--- src/verilog/adpcm_pkg.sv ---
/* shared types, register map and decode tables for the ADPCM-A playback core.
   register data is 8 bits wide and at most MAX_CH channels are supported */
`default_nettype none

package adpcm_pkg;

    localparam int MAX_CH = 6;               // also width of the key mask

    // register map, 6-bit word addresses
    localparam logic [5:0] REG_KEY       = 6'd0;  // write only
    localparam logic [5:0] REG_STATUS    = 6'd1;  // end flags, write 1 to clear
    localparam logic [5:0] REG_CH_BASE   = 6'd8;
    localparam logic [5:0] REG_CH_STRIDE = 6'd4;
    localparam logic [5:0] REG_OFF_START = 6'd0;
    localparam logic [5:0] REG_OFF_END   = 6'd1;
    localparam logic [5:0] REG_OFF_CTRL  = 6'd2;

    typedef struct packed {
        logic       pan_l;
        logic       pan_r;
        logic [2:0] rsvd;
        logic [2:0] atten;                   // plain right shift, 0..7
    } ch_ctrl_t;

    typedef struct packed {
        logic              key_off;          // 0 = key-on, 1 = key-off
        logic              rsvd;
        logic [MAX_CH-1:0] ch_mask;
    } key_cmd_t;

    // one write data byte, meaning depends on the address
    typedef union packed {
        ch_ctrl_t ctrl;
        key_cmd_t key;
    } reg_word_u;

    typedef struct packed {
        logic [7:0] start_blk;               // 256-byte ROM blocks
        logic [7:0] end_blk;                 // inclusive
        ch_ctrl_t   ctrl;
    } ch_cfg_t;

    typedef struct packed {
        logic       valid;
        logic       first;                   // decoder restarts from zero
        logic [3:0] code;
    } nibble_t;

    typedef struct packed {
        logic signed [15:0] left;
        logic signed [15:0] right;
    } ch_out_t;

    localparam logic [11:0] step_table [49] = '{
        12'd16,   12'd17,   12'd19,   12'd21,   12'd23,   12'd25,   12'd28,
        12'd31,   12'd34,   12'd37,   12'd41,   12'd45,   12'd50,   12'd55,
        12'd60,   12'd66,   12'd73,   12'd80,   12'd88,   12'd97,   12'd107,
        12'd118,  12'd130,  12'd143,  12'd157,  12'd173,  12'd190,  12'd209,
        12'd230,  12'd253,  12'd279,  12'd307,  12'd337,  12'd371,  12'd408,
        12'd449,  12'd494,  12'd544,  12'd598,  12'd658,  12'd724,  12'd796,
        12'd876,  12'd963,  12'd1060, 12'd1166, 12'd1282, 12'd1411, 12'd1552
    };

    // index step per magnitude; +8 needs the fifth bit
    localparam logic signed [4:0] index_adj [8] = '{
        -5'sd1, -5'sd1, -5'sd1, -5'sd1, 5'sd2, 5'sd4, 5'sd6, 5'sd8
    };

endpackage

`default_nettype wire

--- src/verilog/adpcm_regs.sv ---
/* Wishbone classic slave without stall or error; ack one cycle after strobe.
   only the status register reads back, every other address reads zero */
`timescale 1ns/1ps
`default_nettype none

module adpcm_regs import adpcm_pkg::*; #(
    parameter int NUM_CH = 4
) (
    input  wire logic                   clk,
    input  wire logic                   rst_n,
    input  wire logic                   wb_cyc,
    input  wire logic                   wb_stb,
    input  wire logic                   wb_we,
    input  wire logic [5:0]             wb_adr,
    input  wire logic [7:0]             wb_dat_w,
    output logic      [7:0]             wb_dat_r,
    output logic                        wb_ack,
    output ch_cfg_t   [NUM_CH-1:0]      cfg,
    output logic      [NUM_CH-1:0]      key_on,
    output logic      [NUM_CH-1:0]      key_off,
    input  wire logic [NUM_CH-1:0]      end_hit
);

    logic              acc;                 // first cycle of an access
    logic              wr;
    logic              rd;
    logic              in_ch;
    logic [5:0]        ch_off;
    logic [5:0]        ch_sel;
    logic [5:0]        reg_off;
    logic [NUM_CH-1:0] end_flags;          // sticky
    logic [NUM_CH-1:0] clr;
    reg_word_u         wd;

    assign acc = wb_cyc & wb_stb & ~wb_ack;  // ~ack keeps back-to-back apart
    assign wr  = acc & wb_we;
    assign rd  = acc & ~wb_we;
    assign wd  = wb_dat_w;

    // channel window decode
    assign in_ch   = wb_adr >= REG_CH_BASE;
    assign ch_off  = wb_adr - REG_CH_BASE;
    assign ch_sel  = ch_off / REG_CH_STRIDE;
    assign reg_off = ch_off % REG_CH_STRIDE;

    assign clr = (wr && wb_adr == REG_STATUS) ? wb_dat_w[NUM_CH-1:0] : '0;

    always_ff @(posedge clk or negedge rst_n) begin
        if (!rst_n) begin
            wb_ack    <= 1'b0;
            wb_dat_r  <= '0;
            key_on    <= '0;
            key_off   <= '0;
            end_flags <= '0;
            cfg       <= '0;
        end else begin
            wb_ack   <= acc;
            wb_dat_r <= (rd && wb_adr == REG_STATUS) ? 8'(end_flags) : 8'h00;

            // key command gives one-cycle pulses per masked channel
            key_on  <= '0;
            key_off <= '0;
            if (wr && wb_adr == REG_KEY) begin
                if (wd.key.key_off) key_off <= wd.key.ch_mask[NUM_CH-1:0];
                else                key_on  <= wd.key.ch_mask[NUM_CH-1:0];
            end

            end_flags <= (end_flags & ~clr) | end_hit;  // new hit beats clear

            for (int i = 0; i < NUM_CH; i++) begin
                if (wr && in_ch && ch_sel == 6'(i)) begin
                    case (reg_off)
                        REG_OFF_START: cfg[i].start_blk <= wb_dat_w;
                        REG_OFF_END:   cfg[i].end_blk   <= wb_dat_w;
                        REG_OFF_CTRL:  cfg[i].ctrl      <= wd.ctrl;
                        default: ;                      // hole in the map
                    endcase
                end
            end
        end
    end

    // host keeps the strobe up until the ack
    a_host_holds: assert property (@(posedge clk) disable iff (!rst_n)
        (wb_cyc && wb_stb && !wb_ack) |=> (wb_cyc && wb_stb));

    // key pulses never last two cycles
    a_key_pulse: assert property (@(posedge clk) disable iff (!rst_n)
        |(key_on | key_off) |=> !(|(key_on | key_off)));

endmodule

`default_nettype wire

--- src/verilog/adpcm_fetch.sv ---
/* ROM has fixed one-cycle read latency; frame is 2*NUM_CH cycles.
   end_blk below start_blk wraps through the whole 64 KiB ROM */
`timescale 1ns/1ps
`default_nettype none

module adpcm_fetch import adpcm_pkg::*; #(
    parameter int NUM_CH = 4
) (
    input  wire logic                   clk,
    input  wire logic                   rst_n,
    input  wire ch_cfg_t [NUM_CH-1:0]   cfg,
    input  wire logic    [NUM_CH-1:0]   key_on,
    input  wire logic    [NUM_CH-1:0]   key_off,
    output logic         [15:0]         rom_addr,
    output logic                        rom_rd,
    input  wire logic    [7:0]          rom_data,
    output nibble_t      [NUM_CH-1:0]   nib,
    output logic                        frame_end,
    output logic         [NUM_CH-1:0]   end_hit
);

    localparam int CHW = $clog2(MAX_CH);

    logic [CHW-1:0]    cur_ch;
    logic              phase;              // 0 = rom read, 1 = nibble out
    logic [NUM_CH-1:0] slot_sel;
    logic [NUM_CH-1:0] active;
    logic [NUM_CH-1:0] first_q;            // next nibble restarts decoder
    logic [NUM_CH-1:0] pend_on;            // key-on waiting for frame start
    logic [NUM_CH-1:0] nib_valid;
    logic [16:0]       addr_q [NUM_CH];    // nibble address with bit 0 for the low nibble
    logic [NUM_CH-1:0] last_nib;
    logic [NUM_CH-1:0] load;

    always_comb begin
        for (int i = 0; i < NUM_CH; i++) begin
            slot_sel[i] = cur_ch == CHW'(i);
            last_nib[i] = addr_q[i][0] && addr_q[i][16:1] == {cfg[i].end_blk, 8'hff};
            load[i]     = frame_end && (pend_on[i] || key_on[i]);
        end
    end

    assign frame_end = phase && cur_ch == CHW'(NUM_CH - 1);
    assign rom_rd    = ~phase && |(slot_sel & active);

    always_comb begin
        rom_addr = '0;
        for (int i = 0; i < NUM_CH; i++)
            if (slot_sel[i]) rom_addr = addr_q[i][16:1];
    end

    // nibble hand-off; an idle channel gets a clear so its output drops to zero
    always_comb begin
        for (int i = 0; i < NUM_CH; i++) begin
            nib[i] = '0;
            if (slot_sel[i] && phase) begin
                nib[i].valid = active[i];
                nib[i].first = first_q[i] | ~active[i];
                if (active[i])
                    nib[i].code = addr_q[i][0] ? rom_data[3:0] : rom_data[7:4];
            end
            nib_valid[i] = nib[i].valid;
        end
    end

    // slot sequencer
    always_ff @(posedge clk or negedge rst_n) begin
        if (!rst_n) begin
            cur_ch <= '0;
            phase  <= 1'b0;
        end else if (phase) begin
            phase  <= 1'b0;
            cur_ch <= frame_end ? '0 : cur_ch + 1'b1;
        end else begin
            phase <= 1'b1;
        end
    end

    always_ff @(posedge clk or negedge rst_n) begin
        if (!rst_n) begin
            active  <= '0;
            first_q <= '0;
            pend_on <= '0;
            end_hit <= '0;
        end else begin
            end_hit <= '0;
            for (int i = 0; i < NUM_CH; i++) begin
                if (nib_valid[i]) begin
                    first_q[i] <= 1'b0;
                    if (last_nib[i]) begin      // past end of block
                        active[i]  <= 1'b0;
                        end_hit[i] <= 1'b1;
                    end
                end
                if (load[i]) begin
                    active[i]  <= 1'b1;
                    first_q[i] <= 1'b1;
                    pend_on[i] <= 1'b0;
                end else if (key_on[i]) begin
                    pend_on[i] <= 1'b1;
                end
                if (key_off[i]) begin           // stop at once
                    active[i]  <= 1'b0;
                    pend_on[i] <= 1'b0;
                end
            end
        end
    end

    always_ff @(posedge clk) begin
        for (int i = 0; i < NUM_CH; i++) begin
            if (load[i])
                addr_q[i] <= {cfg[i].start_blk, 9'd0};  // high nibble of block start
            else if (nib_valid[i] && !last_nib[i])
                addr_q[i] <= addr_q[i] + 17'd1;
        end
    end

    // a nibble only goes out on data that the rom was asked for
    a_nib_after_read: assert property (@(posedge clk) disable iff (!rst_n)
        |nib_valid |-> $past(rom_rd));

endmodule

`default_nettype wire

--- src/verilog/adpcm_channel.sv ---
/* one ADPCM-A decoder, 12-bit accumulator widened to 16 bits.
   output is held between nibbles; cfg changes apply at the next nibble */
`timescale 1ns/1ps
`default_nettype none

module adpcm_channel import adpcm_pkg::*; (
    input  wire logic    clk,
    input  wire logic    rst_n,
    input  wire ch_cfg_t cfg,
    input  wire nibble_t nib,
    output ch_out_t      out
);

    logic signed [11:0] acc;
    logic        [5:0]  idx;               // 0..48
    logic signed [11:0] base_acc;
    logic        [5:0]  base_idx;
    logic        [2:0]  mag;
    logic        [11:0] step;
    logic        [15:0] prod;
    logic        [11:0] delta;
    logic signed [13:0] sum;
    logic signed [7:0]  idx_sum;
    logic signed [11:0] acc_next;
    logic        [5:0]  idx_next;
    logic signed [15:0] wide;
    logic signed [15:0] scaled;
    logic               upd;

    // a first nibble decodes from a cleared state
    assign base_acc = nib.first ? 12'sd0 : acc;
    assign base_idx = nib.first ? 6'd0 : idx;
    assign mag      = nib.code[2:0];
    assign step     = step_table[base_idx];

    // step * (2m+1) / 8
    assign prod  = 16'(step) * 16'({mag, 1'b1});
    assign delta = 12'(prod >> 3);

    assign sum = nib.code[3] ? 14'(base_acc) - $signed({2'b00, delta})
                             : 14'(base_acc) + $signed({2'b00, delta});

    assign idx_sum = $signed({2'b00, base_idx}) + 8'(index_adj[mag]);

    always_comb begin
        acc_next = acc;
        idx_next = idx;
        if (nib.valid) begin
            if (sum > 14'sd2047)        acc_next = 12'sd2047;   // clip high
            else if (sum < -14'sd2048)  acc_next = -12'sd2048;  // clip low
            else                        acc_next = sum[11:0];
            if (idx_sum < 8'sd0)        idx_next = 6'd0;
            else if (idx_sum > 8'sd48)  idx_next = 6'd48;
            else                        idx_next = idx_sum[5:0];
        end else if (nib.first) begin   // clear without a decode
            acc_next = 12'sd0;
            idx_next = 6'd0;
        end
    end

    assign upd = nib.valid | nib.first;

    // gain and pan
    assign wide   = $signed({acc_next, 4'h0});
    assign scaled = wide >>> cfg.ctrl.atten;

    always_ff @(posedge clk or negedge rst_n) begin
        if (!rst_n) begin
            acc <= '0;
            idx <= '0;
            out <= '0;
        end else if (upd) begin
            acc       <= acc_next;
            idx       <= idx_next;
            out.left  <= cfg.ctrl.pan_l ? scaled : 16'sd0;
            out.right <= cfg.ctrl.pan_r ? scaled : 16'sd0;
        end
    end

endmodule

`default_nettype wire

--- src/verilog/adpcm_mixer.sv ---
/* stereo mix of all channels, saturated to 16 bits.
   one sample per frame; the last slot's nibble lands in the next frame */
`timescale 1ns/1ps
`default_nettype none

module adpcm_mixer import adpcm_pkg::*; #(
    parameter int NUM_CH = 4
) (
    input  wire logic                     clk,
    input  wire logic                     rst_n,
    input  wire ch_out_t [NUM_CH-1:0]     ch,
    input  wire logic                     frame_end,
    output logic signed  [15:0]           sample_l,
    output logic signed  [15:0]           sample_r,
    output logic                          sample_valid
);

    localparam int SW = 17 + $clog2(NUM_CH);   // headroom for the sum

    localparam logic signed [SW-1:0] POS_LIM = 32767;
    localparam logic signed [SW-1:0] NEG_LIM = -32768;

    logic signed [SW-1:0] sum_l;
    logic signed [SW-1:0] sum_r;

    function automatic logic signed [15:0] sat16(input logic signed [SW-1:0] v);
        if (v > POS_LIM) return 16'sh7fff;
        if (v < NEG_LIM) return -16'sh8000;
        return v[15:0];
    endfunction

    always_comb begin
        sum_l = '0;
        sum_r = '0;
        for (int i = 0; i < NUM_CH; i++) begin
            sum_l = sum_l + SW'(ch[i].left);   // sign extended
            sum_r = sum_r + SW'(ch[i].right);
        end
    end

    always_ff @(posedge clk or negedge rst_n) begin
        if (!rst_n) begin
            sample_l     <= '0;
            sample_r     <= '0;
            sample_valid <= 1'b0;
        end else begin
            sample_valid <= frame_end;
            if (frame_end) begin
                sample_l <= sat16(sum_l);
                sample_r <= sat16(sum_r);
            end
        end
    end

    a_valid_single: assert property (@(posedge clk) disable iff (!rst_n)
        sample_valid |=> !sample_valid);

endmodule

`default_nettype wire

--- src/verilog/adpcm_top.sv ---
/* ADPCM-A playback top, NUM_CH from 1 to MAX_CH.
   ROM must return data one cycle after rom_rd; host must hold until ack */
`timescale 1ns/1ps
`default_nettype none

module adpcm_top import adpcm_pkg::*; #(
    parameter int NUM_CH = 4
) (
    input  wire logic         clk,
    input  wire logic         rst_n,
    input  wire logic         wb_cyc,
    input  wire logic         wb_stb,
    input  wire logic         wb_we,
    input  wire logic [5:0]   wb_adr,
    input  wire logic [7:0]   wb_dat_w,
    output logic      [7:0]   wb_dat_r,
    output logic              wb_ack,
    output logic      [15:0]  rom_addr,
    output logic              rom_rd,
    input  wire logic [7:0]   rom_data,
    output logic signed [15:0] sample_l,
    output logic signed [15:0] sample_r,
    output logic              sample_valid
);

    ch_cfg_t [NUM_CH-1:0] cfg;
    logic    [NUM_CH-1:0] key_on;
    logic    [NUM_CH-1:0] key_off;
    logic    [NUM_CH-1:0] end_hit;
    nibble_t [NUM_CH-1:0] nib;
    ch_out_t [NUM_CH-1:0] ch_out;
    logic                 frame_end;

    adpcm_regs #(.NUM_CH(NUM_CH)) u_regs (
        .clk      (clk),
        .rst_n    (rst_n),
        .wb_cyc   (wb_cyc),
        .wb_stb   (wb_stb),
        .wb_we    (wb_we),
        .wb_adr   (wb_adr),
        .wb_dat_w (wb_dat_w),
        .wb_dat_r (wb_dat_r),
        .wb_ack   (wb_ack),
        .cfg      (cfg),
        .key_on   (key_on),
        .key_off  (key_off),
        .end_hit  (end_hit)
    );

    adpcm_fetch #(.NUM_CH(NUM_CH)) u_fetch (
        .clk       (clk),
        .rst_n     (rst_n),
        .cfg       (cfg),
        .key_on    (key_on),
        .key_off   (key_off),
        .rom_addr  (rom_addr),
        .rom_rd    (rom_rd),
        .rom_data  (rom_data),
        .nib       (nib),
        .frame_end (frame_end),
        .end_hit   (end_hit)
    );

    // one decoder per channel
    for (genvar i = 0; i < NUM_CH; i++) begin : g_ch
        adpcm_channel u_ch (
            .clk   (clk),
            .rst_n (rst_n),
            .cfg   (cfg[i]),
            .nib   (nib[i]),
            .out   (ch_out[i])
        );
    end

    adpcm_mixer #(.NUM_CH(NUM_CH)) u_mixer (
        .clk          (clk),
        .rst_n        (rst_n),
        .ch           (ch_out),
        .frame_end    (frame_end),
        .sample_l     (sample_l),
        .sample_r     (sample_r),
        .sample_valid (sample_valid)
    );

endmodule

`default_nettype wire

--- config.mk ---
export PLATFORM = sky130hd
export DESIGN_NAME = adpcm_top
export DESIGN_NICKNAME = d
export VERILOG_FILES = /design/src/verilog/adpcm_pkg.sv /design/src/verilog/adpcm_regs.sv /design/src/verilog/adpcm_fetch.sv /design/src/verilog/adpcm_channel.sv /design/src/verilog/adpcm_mixer.sv /design/src/verilog/adpcm_top.sv
export SDC_FILE = /design/constraint.sdc
export NUM_CORES = 2
export LEC_CHECK = 0
export BUFFER_PORTS_ARGS = -buffer_cell sky130_fd_sc_hd__buf_2
export CAP_MARGIN = 20
export CORE_MARGIN = 2
export CORE_UTILIZATION = 38
export DETAILED_ROUTE_END_ITERATION = 10
export GPL_TIMING_DRIVEN = 0
export PLACE_DENSITY = 0.58
export SYNTH_ARGS = -nofsm -noshare
export SYNTH_HDL_FRONTEND = slang
export SYNTH_HIERARCHICAL = 1
export SYNTH_SLANG_ARGS = --single-unit
--- constraint.sdc ---
create_clock -name clk -period 23.6 [get_ports clk]
set_input_delay 3.54 -clock clk [delete_from_list [all_inputs] [get_ports clk]]
set_output_delay 3.54 -clock clk [all_outputs]
set_load 0.03 [all_outputs]
# Word-level counts from Yosys, hierarchy flattened
# Memory sizes are Yosys's and may differ from the RTL's.
# Cells that the tools add are included.
dict set report totals {
  reg_bits 358
  ram_bits 68
  rom_bits 3232
  input_bits 27
  out_inout_bits 59
  word_cells 417
  memories 9
}
dict set report op_classes {
  n_addsub 24
  mul 4
  n_lt_le_gt_ge 29
  eq_ne 13
  n_shift 4
  muxes 170
  n_bitwise 35
  reduce_logical 70
}
# memory words word_bits rd rd_clocked_by_memory_dff write_ports line_no
set memory_table {}
lappend memory_table {{(no name shown)} 64 12 1 0 0 adpcm_channel.sv:34} ;# assign step = step_table[base_idx];
lappend memory_table {{(no name shown)} 64 12 1 0 0 adpcm_channel.sv:34}
lappend memory_table {{(no name shown)} 64 12 1 0 0 adpcm_channel.sv:34}
lappend memory_table {{(no name shown)} 64 12 1 0 0 adpcm_channel.sv:34}
lappend memory_table {u_fetch.addr_q 4 17 4 0 4 adpcm_fetch.sv:31} ;# logic [16:0] addr_q [NUM_CH];
lappend memory_table {{(no name shown)} 8 5 1 0 0 adpcm_channel.sv:43} ;# assign idx_sum = $signed({2'b00, base_idx}) + 8'(index_adj[mag]);
lappend memory_table {{+3 memories} - - - - - -}
# op count
set ops {}
lappend ops {{$mux W16} 20}
lappend ops {{$mux W12} 24}
lappend ops {{$mux W6} 20}
lappend ops {{$mux W1} 75}
lappend ops {{$add A17 B1 Y17 const B} 4}
lappend ops {{$mux W17} 4}
lappend ops {{$eq A16 B16 Y1} 4}
lappend ops {{$sshr A16 B3 Y16} 4}
lappend ops {{$mul A12 B4 Y15} 4}
lappend ops {{$add A12 B13 Y14} 4}
lappend ops {{$gt A14 B12 Y1 const B} 4}
lappend ops {{$lt A14 B12 Y1 const B} 4}
lappend ops {{$mux W14} 4}
lappend ops {{$mux W4} 14}
lappend ops {{$sub A12 B13 Y14} 4}
lappend ops {{$mux W5} 8}
lappend ops {{$add A19 B16 Y19} 2}
lappend ops {{$gt A19 B16 Y1 const B} 2}
lappend ops {{$lt A19 B16 Y1 const B} 2}
lappend ops {{$add A17 B16 Y18} 2}
lappend ops {{$reduce_bool A3 Y1} 12}
lappend ops {{$add A16 B16 Y17} 2}
lappend ops {{$add A7 B5 Y8} 4}
lappend ops {{$gt A8 B7 Y1 const B} 4}
lappend ops {{other kinds (30)} 118}

# Depth between registers and ports, before layout
# An unclocked memory read counts as a cell.
dict set report logic_depth {
  depth_word 18
  depth_mapped 51
  ltp_nobuf 46
}

# Modules after synthesis
# Netlist, hierarchy kept.
# mod n_inst cells_per_inst area_each_um2 seq_area_each_um2
set modules_own_cells {}
lappend modules_own_cells {{adpcm_channel at g_ch[0].u_ch} 1 860 6587.6 1251.2}
lappend modules_own_cells {{adpcm_channel at g_ch[2].u_ch} 1 829 6488.7 1251.2}
lappend modules_own_cells {{adpcm_channel at g_ch[1].u_ch} 1 751 6249.7 1251.2}
lappend modules_own_cells {{adpcm_channel at g_ch[3].u_ch} 1 790 6218.5 1251.2}
lappend modules_own_cells {adpcm_fetch 1 594 5764.3 2542.4}
lappend modules_own_cells {adpcm_mixer 1 637 5395.2 825.8}
lappend modules_own_cells {adpcm_regs 1 295 4528.1 2827.7}

# Worst setup path before layout
# OpenSTA, ideal clock, no wires.
dict set report synth_timing {
  kind {input to register}
  startpoint {input rom_data[2]}
  endpoint {register g_ch[0].u_ch/out[5] (netlist name)}
  setup_ns 0.083
  arrival_time_ns 11.006
  t_required_ns 23.517
  path_slack_ns 12.512
  cell_stages 34
  path_buffers 3
  cell_sequence {mux2i_1 -> nor2_1 -> inv_1 -> clkbuf_1 -> nor3_1 -> fa_1 -> inv_1 -> fa_1 -> inv_1 -> fa_1 -> a21o_1 -> a21o_1 -> a21o_1 -> a311oi_1 -> nand2_1 -> or4_4 -> nor4b_4 -> nor2_1 -> xnor2_1 -> ha_1 -> or2_2 -> a21oi_1 -> a21oi_1 -> mux2i_1 -> or2_2 -> clkbuf_1 -> o2111a_1 -> a222oi_1 -> nand3_1 -> buf_2 -> o221ai_1 -> mux2i_1 -> mux2_2 -> o21ai_0}
}
# item line_no
set synth_rtl {}
lappend synth_rtl {{start, declared} adpcm_top.sv:20} ;# input wire logic [7:0] rom_data,
lappend synth_rtl {{end, declared} adpcm_channel.sv:11} ;# output ch_out_t out

==> results.yml <==
outcome:
  status: "finished, final reports clean"
finish:
  stdcell_area_um2: 44900
  area_delta_synth_final_pct: 10.0
  drive_above_1_share_pct: 11.5
  mostFrequentLayoutCells: "nor2_1, inv_1, dfrtp_1"
  fin_nets: 5274
  layout_commonest_cell: "nor2_1"
  fillerInstances: 10700
floorplan:
  die_h_um: 332
  io_pins: 86
  rows: 120
  die_w_um: 332
  die_area_um2: 110000
  start_util_pct: 38.2
  core_area_um2: 107000
sta:
  post-route-period-util_pct: 56.1
  setup_tns_ns: 0
  rsz0062_at_grt: "no"
  fin_skew_ns: 0.0440
  slew_viol_final: 0
  max_freq_ghz: 0.0755
  min_period_ns: 13.24
  report.final.hold_viol_count: 0
  max_slew_margin_pct: 26.5
  worst_pin_slew_ns: 1.10
  finalSetupViolations: 0
clock_tree:
  cts_buffers: 51
  clock_path_buffers: 3
  cts_tree: "done"
  postCtsSetupRepairBufs: 0
  clk_pin_slew_worst_paths_ns: 0.06
  clock-root-buffer: "clkbuf_16"
  clk_latency_ns: 0.62
  clock_sinks: 422
  htreeDepth: 2
  cts_hold_buf: 0
  cts_resized: 0
power_and_ir_drop:
  p_leak_nw: 20.3
  power-per-cell-area_nw_per_um2: 38.2
  ir_drop_v: 0.0000519
global_route:
  grt-ovfl-total: 0
  grt_max_degree: 113
  track_usage_pct: 21.6
  grt_pass1_wl_um: 193000
  grt_pass1_vias: 34100
  grt_antenna_before_repair: 4
setup_path:
  crit_path_frequent_cell: "ha_1"
  cpLargestDelayFamily: "compound AO/OA/AOI/OAI gates"
  r2r_slack_ns: 10.36
  critPathMaxFanout: 10
  max_stage_delay_ns: 0.59
  startpoint_type: "flop"
  worstPathArrival_ns: 13.79
  slowest_stage: "o31ai_1"
  crit_required_ns: 24.15
  critPathKind: "flop to flop"
  cp-end-kind: "flop"
  crit_buf_inv: 9
route:
  first_pass_iters: 5
  dr_total_vias: 35600
  drc: 0
  drtIter0Drc: 2946
  post_drt_via_cell_ratio: 5.63
  wl_per_cell_um: 19.3
  wirelength_um: 122000
  ant_nets: 0
logic_synthesis:
  avgSynthCellArea_um2: 8.62
  yosysWarnings: 6
  syn_area_um2: 40800
  synth_cells: 4732
min_path:
  min_path_type: "flop to flop"
placed_design:
  gp_congestion: 0.917
  port_buffers: 78
  placed_cell_area_um2: 43100
  place_hpwl_um: 95200
flow_run:
  max_cap_violations: 0
-- sequential cells by signal, indices dropped and copies added (netlist names) --
name / cells
u_fetch/pend_on: 4
g_ch.u_ch/acc: 48
u_fetch/addr_q: 68
u_mixer/sample_valid: 1
u_fetch/phase: 1
u_mixer/sample_l: 16
g_ch.u_ch/out: 128
u_fetch/active: 4
u_mixer/sample_r: 16
u_regs/wb_dat_r: 4
u_regs/key_on: 4
u_regs/wb_ack: 1
u_regs/cfg: 84
u_fetch/end_hit: 4
g_ch.u_ch/idx: 24
u_regs/key_off: 4
u_fetch/first_q: 4
u_fetch/cur_ch: 3
u_regs/end_flags: 4
-- per-stage QoR --
stage | hold WS (ns) | power (mW) | std cells | worst slack (ns) | util [%]
3_3_place_gp | 0.428 | 0.874 | 6216 | 10.36 | 40.2
4_1_cts | 0.428 | 1.74 | 6316 | 10.63 | 42.1
6_report | 0.428 | 1.71 | 6318 | 10.36 | 42.1
5_1_grt | 0.450 | 1.77 | 6316 | 9.56 | 42.1
3_5_place_dp | 0.426 | 0.877 | 6222 | 10.32 | 40.4
2_1_floorplan | 0.400 | 0.832 | 4735 | 12.51 | -
-- power by group --
group / switching, mW / total [mW] / internal [mW]
logic: 0.0728 / 0.110 / 0.0370
registers: 0.00643 / 0.754 / 0.748
clock network: 0.341 / 0.851 / 0.510
total: 0.420 / 1.71 / 1.29
-- routing by layer --
layer,routed length [µm],part of all wire (%),GRT usage [%],vias to the layer above
met3,5940,4.9,1.83,145
met2,55700,46,35.2,974
met1,56800,47,30.6,17300
met4,3230,2.7,5.74,0
met5,0,0,0,-
li1,-,-,-,17100
-- worst reg2reg max path, delay by kind of cell (launching register included) --
family	cells	cell delay (ns)
mux	1	0.17
compound gates	17	4.66
flops	1	0.41
buf+inv	9	2.65
simple gates	13	3.30
fa+ha+maj	6	1.85
xor+xnor	1	0.18
-- area by class of cell --
class | count | area [µm²] | share of cell area (%)
multi-input combinational | 3634 | 27200 | 60.5
clock inverter | 23 | 358 | 0.797
tap | 1403 | 1760 | 3.91
clock buffer | 71 | 1450 | 3.24
buffer | 247 | 1140 | 2.53
sequential | 422 | 10900 | 24.3
timing repair buffer | 84 | 509 | 1.13
inverter | 432 | 1620 | 3.61
antenna | 2 | 5.00 | 0.0111
-- worst paths after layout --
kind	start	end	cells past startpoint
worst max register to register	u_fetch/cur_ch[0]	g_ch[0].u_ch/out[10]	47
worst min-delay path	u_regs/key_off[1]	u_fetch/active[1]	1
worst max-delay path	u_fetch/cur_ch[0]	g_ch[0].u_ch/out[10]	47
max in group asynchronous	rst_n	g_ch[2].u_ch/out[21]	3
worst min register to register	u_regs/key_off[1]	u_fetch/active[1]	1
min in group asynchronous	rst_n	g_ch[1].u_ch/idx[3]	1
(Power assumes the default switching activity.)
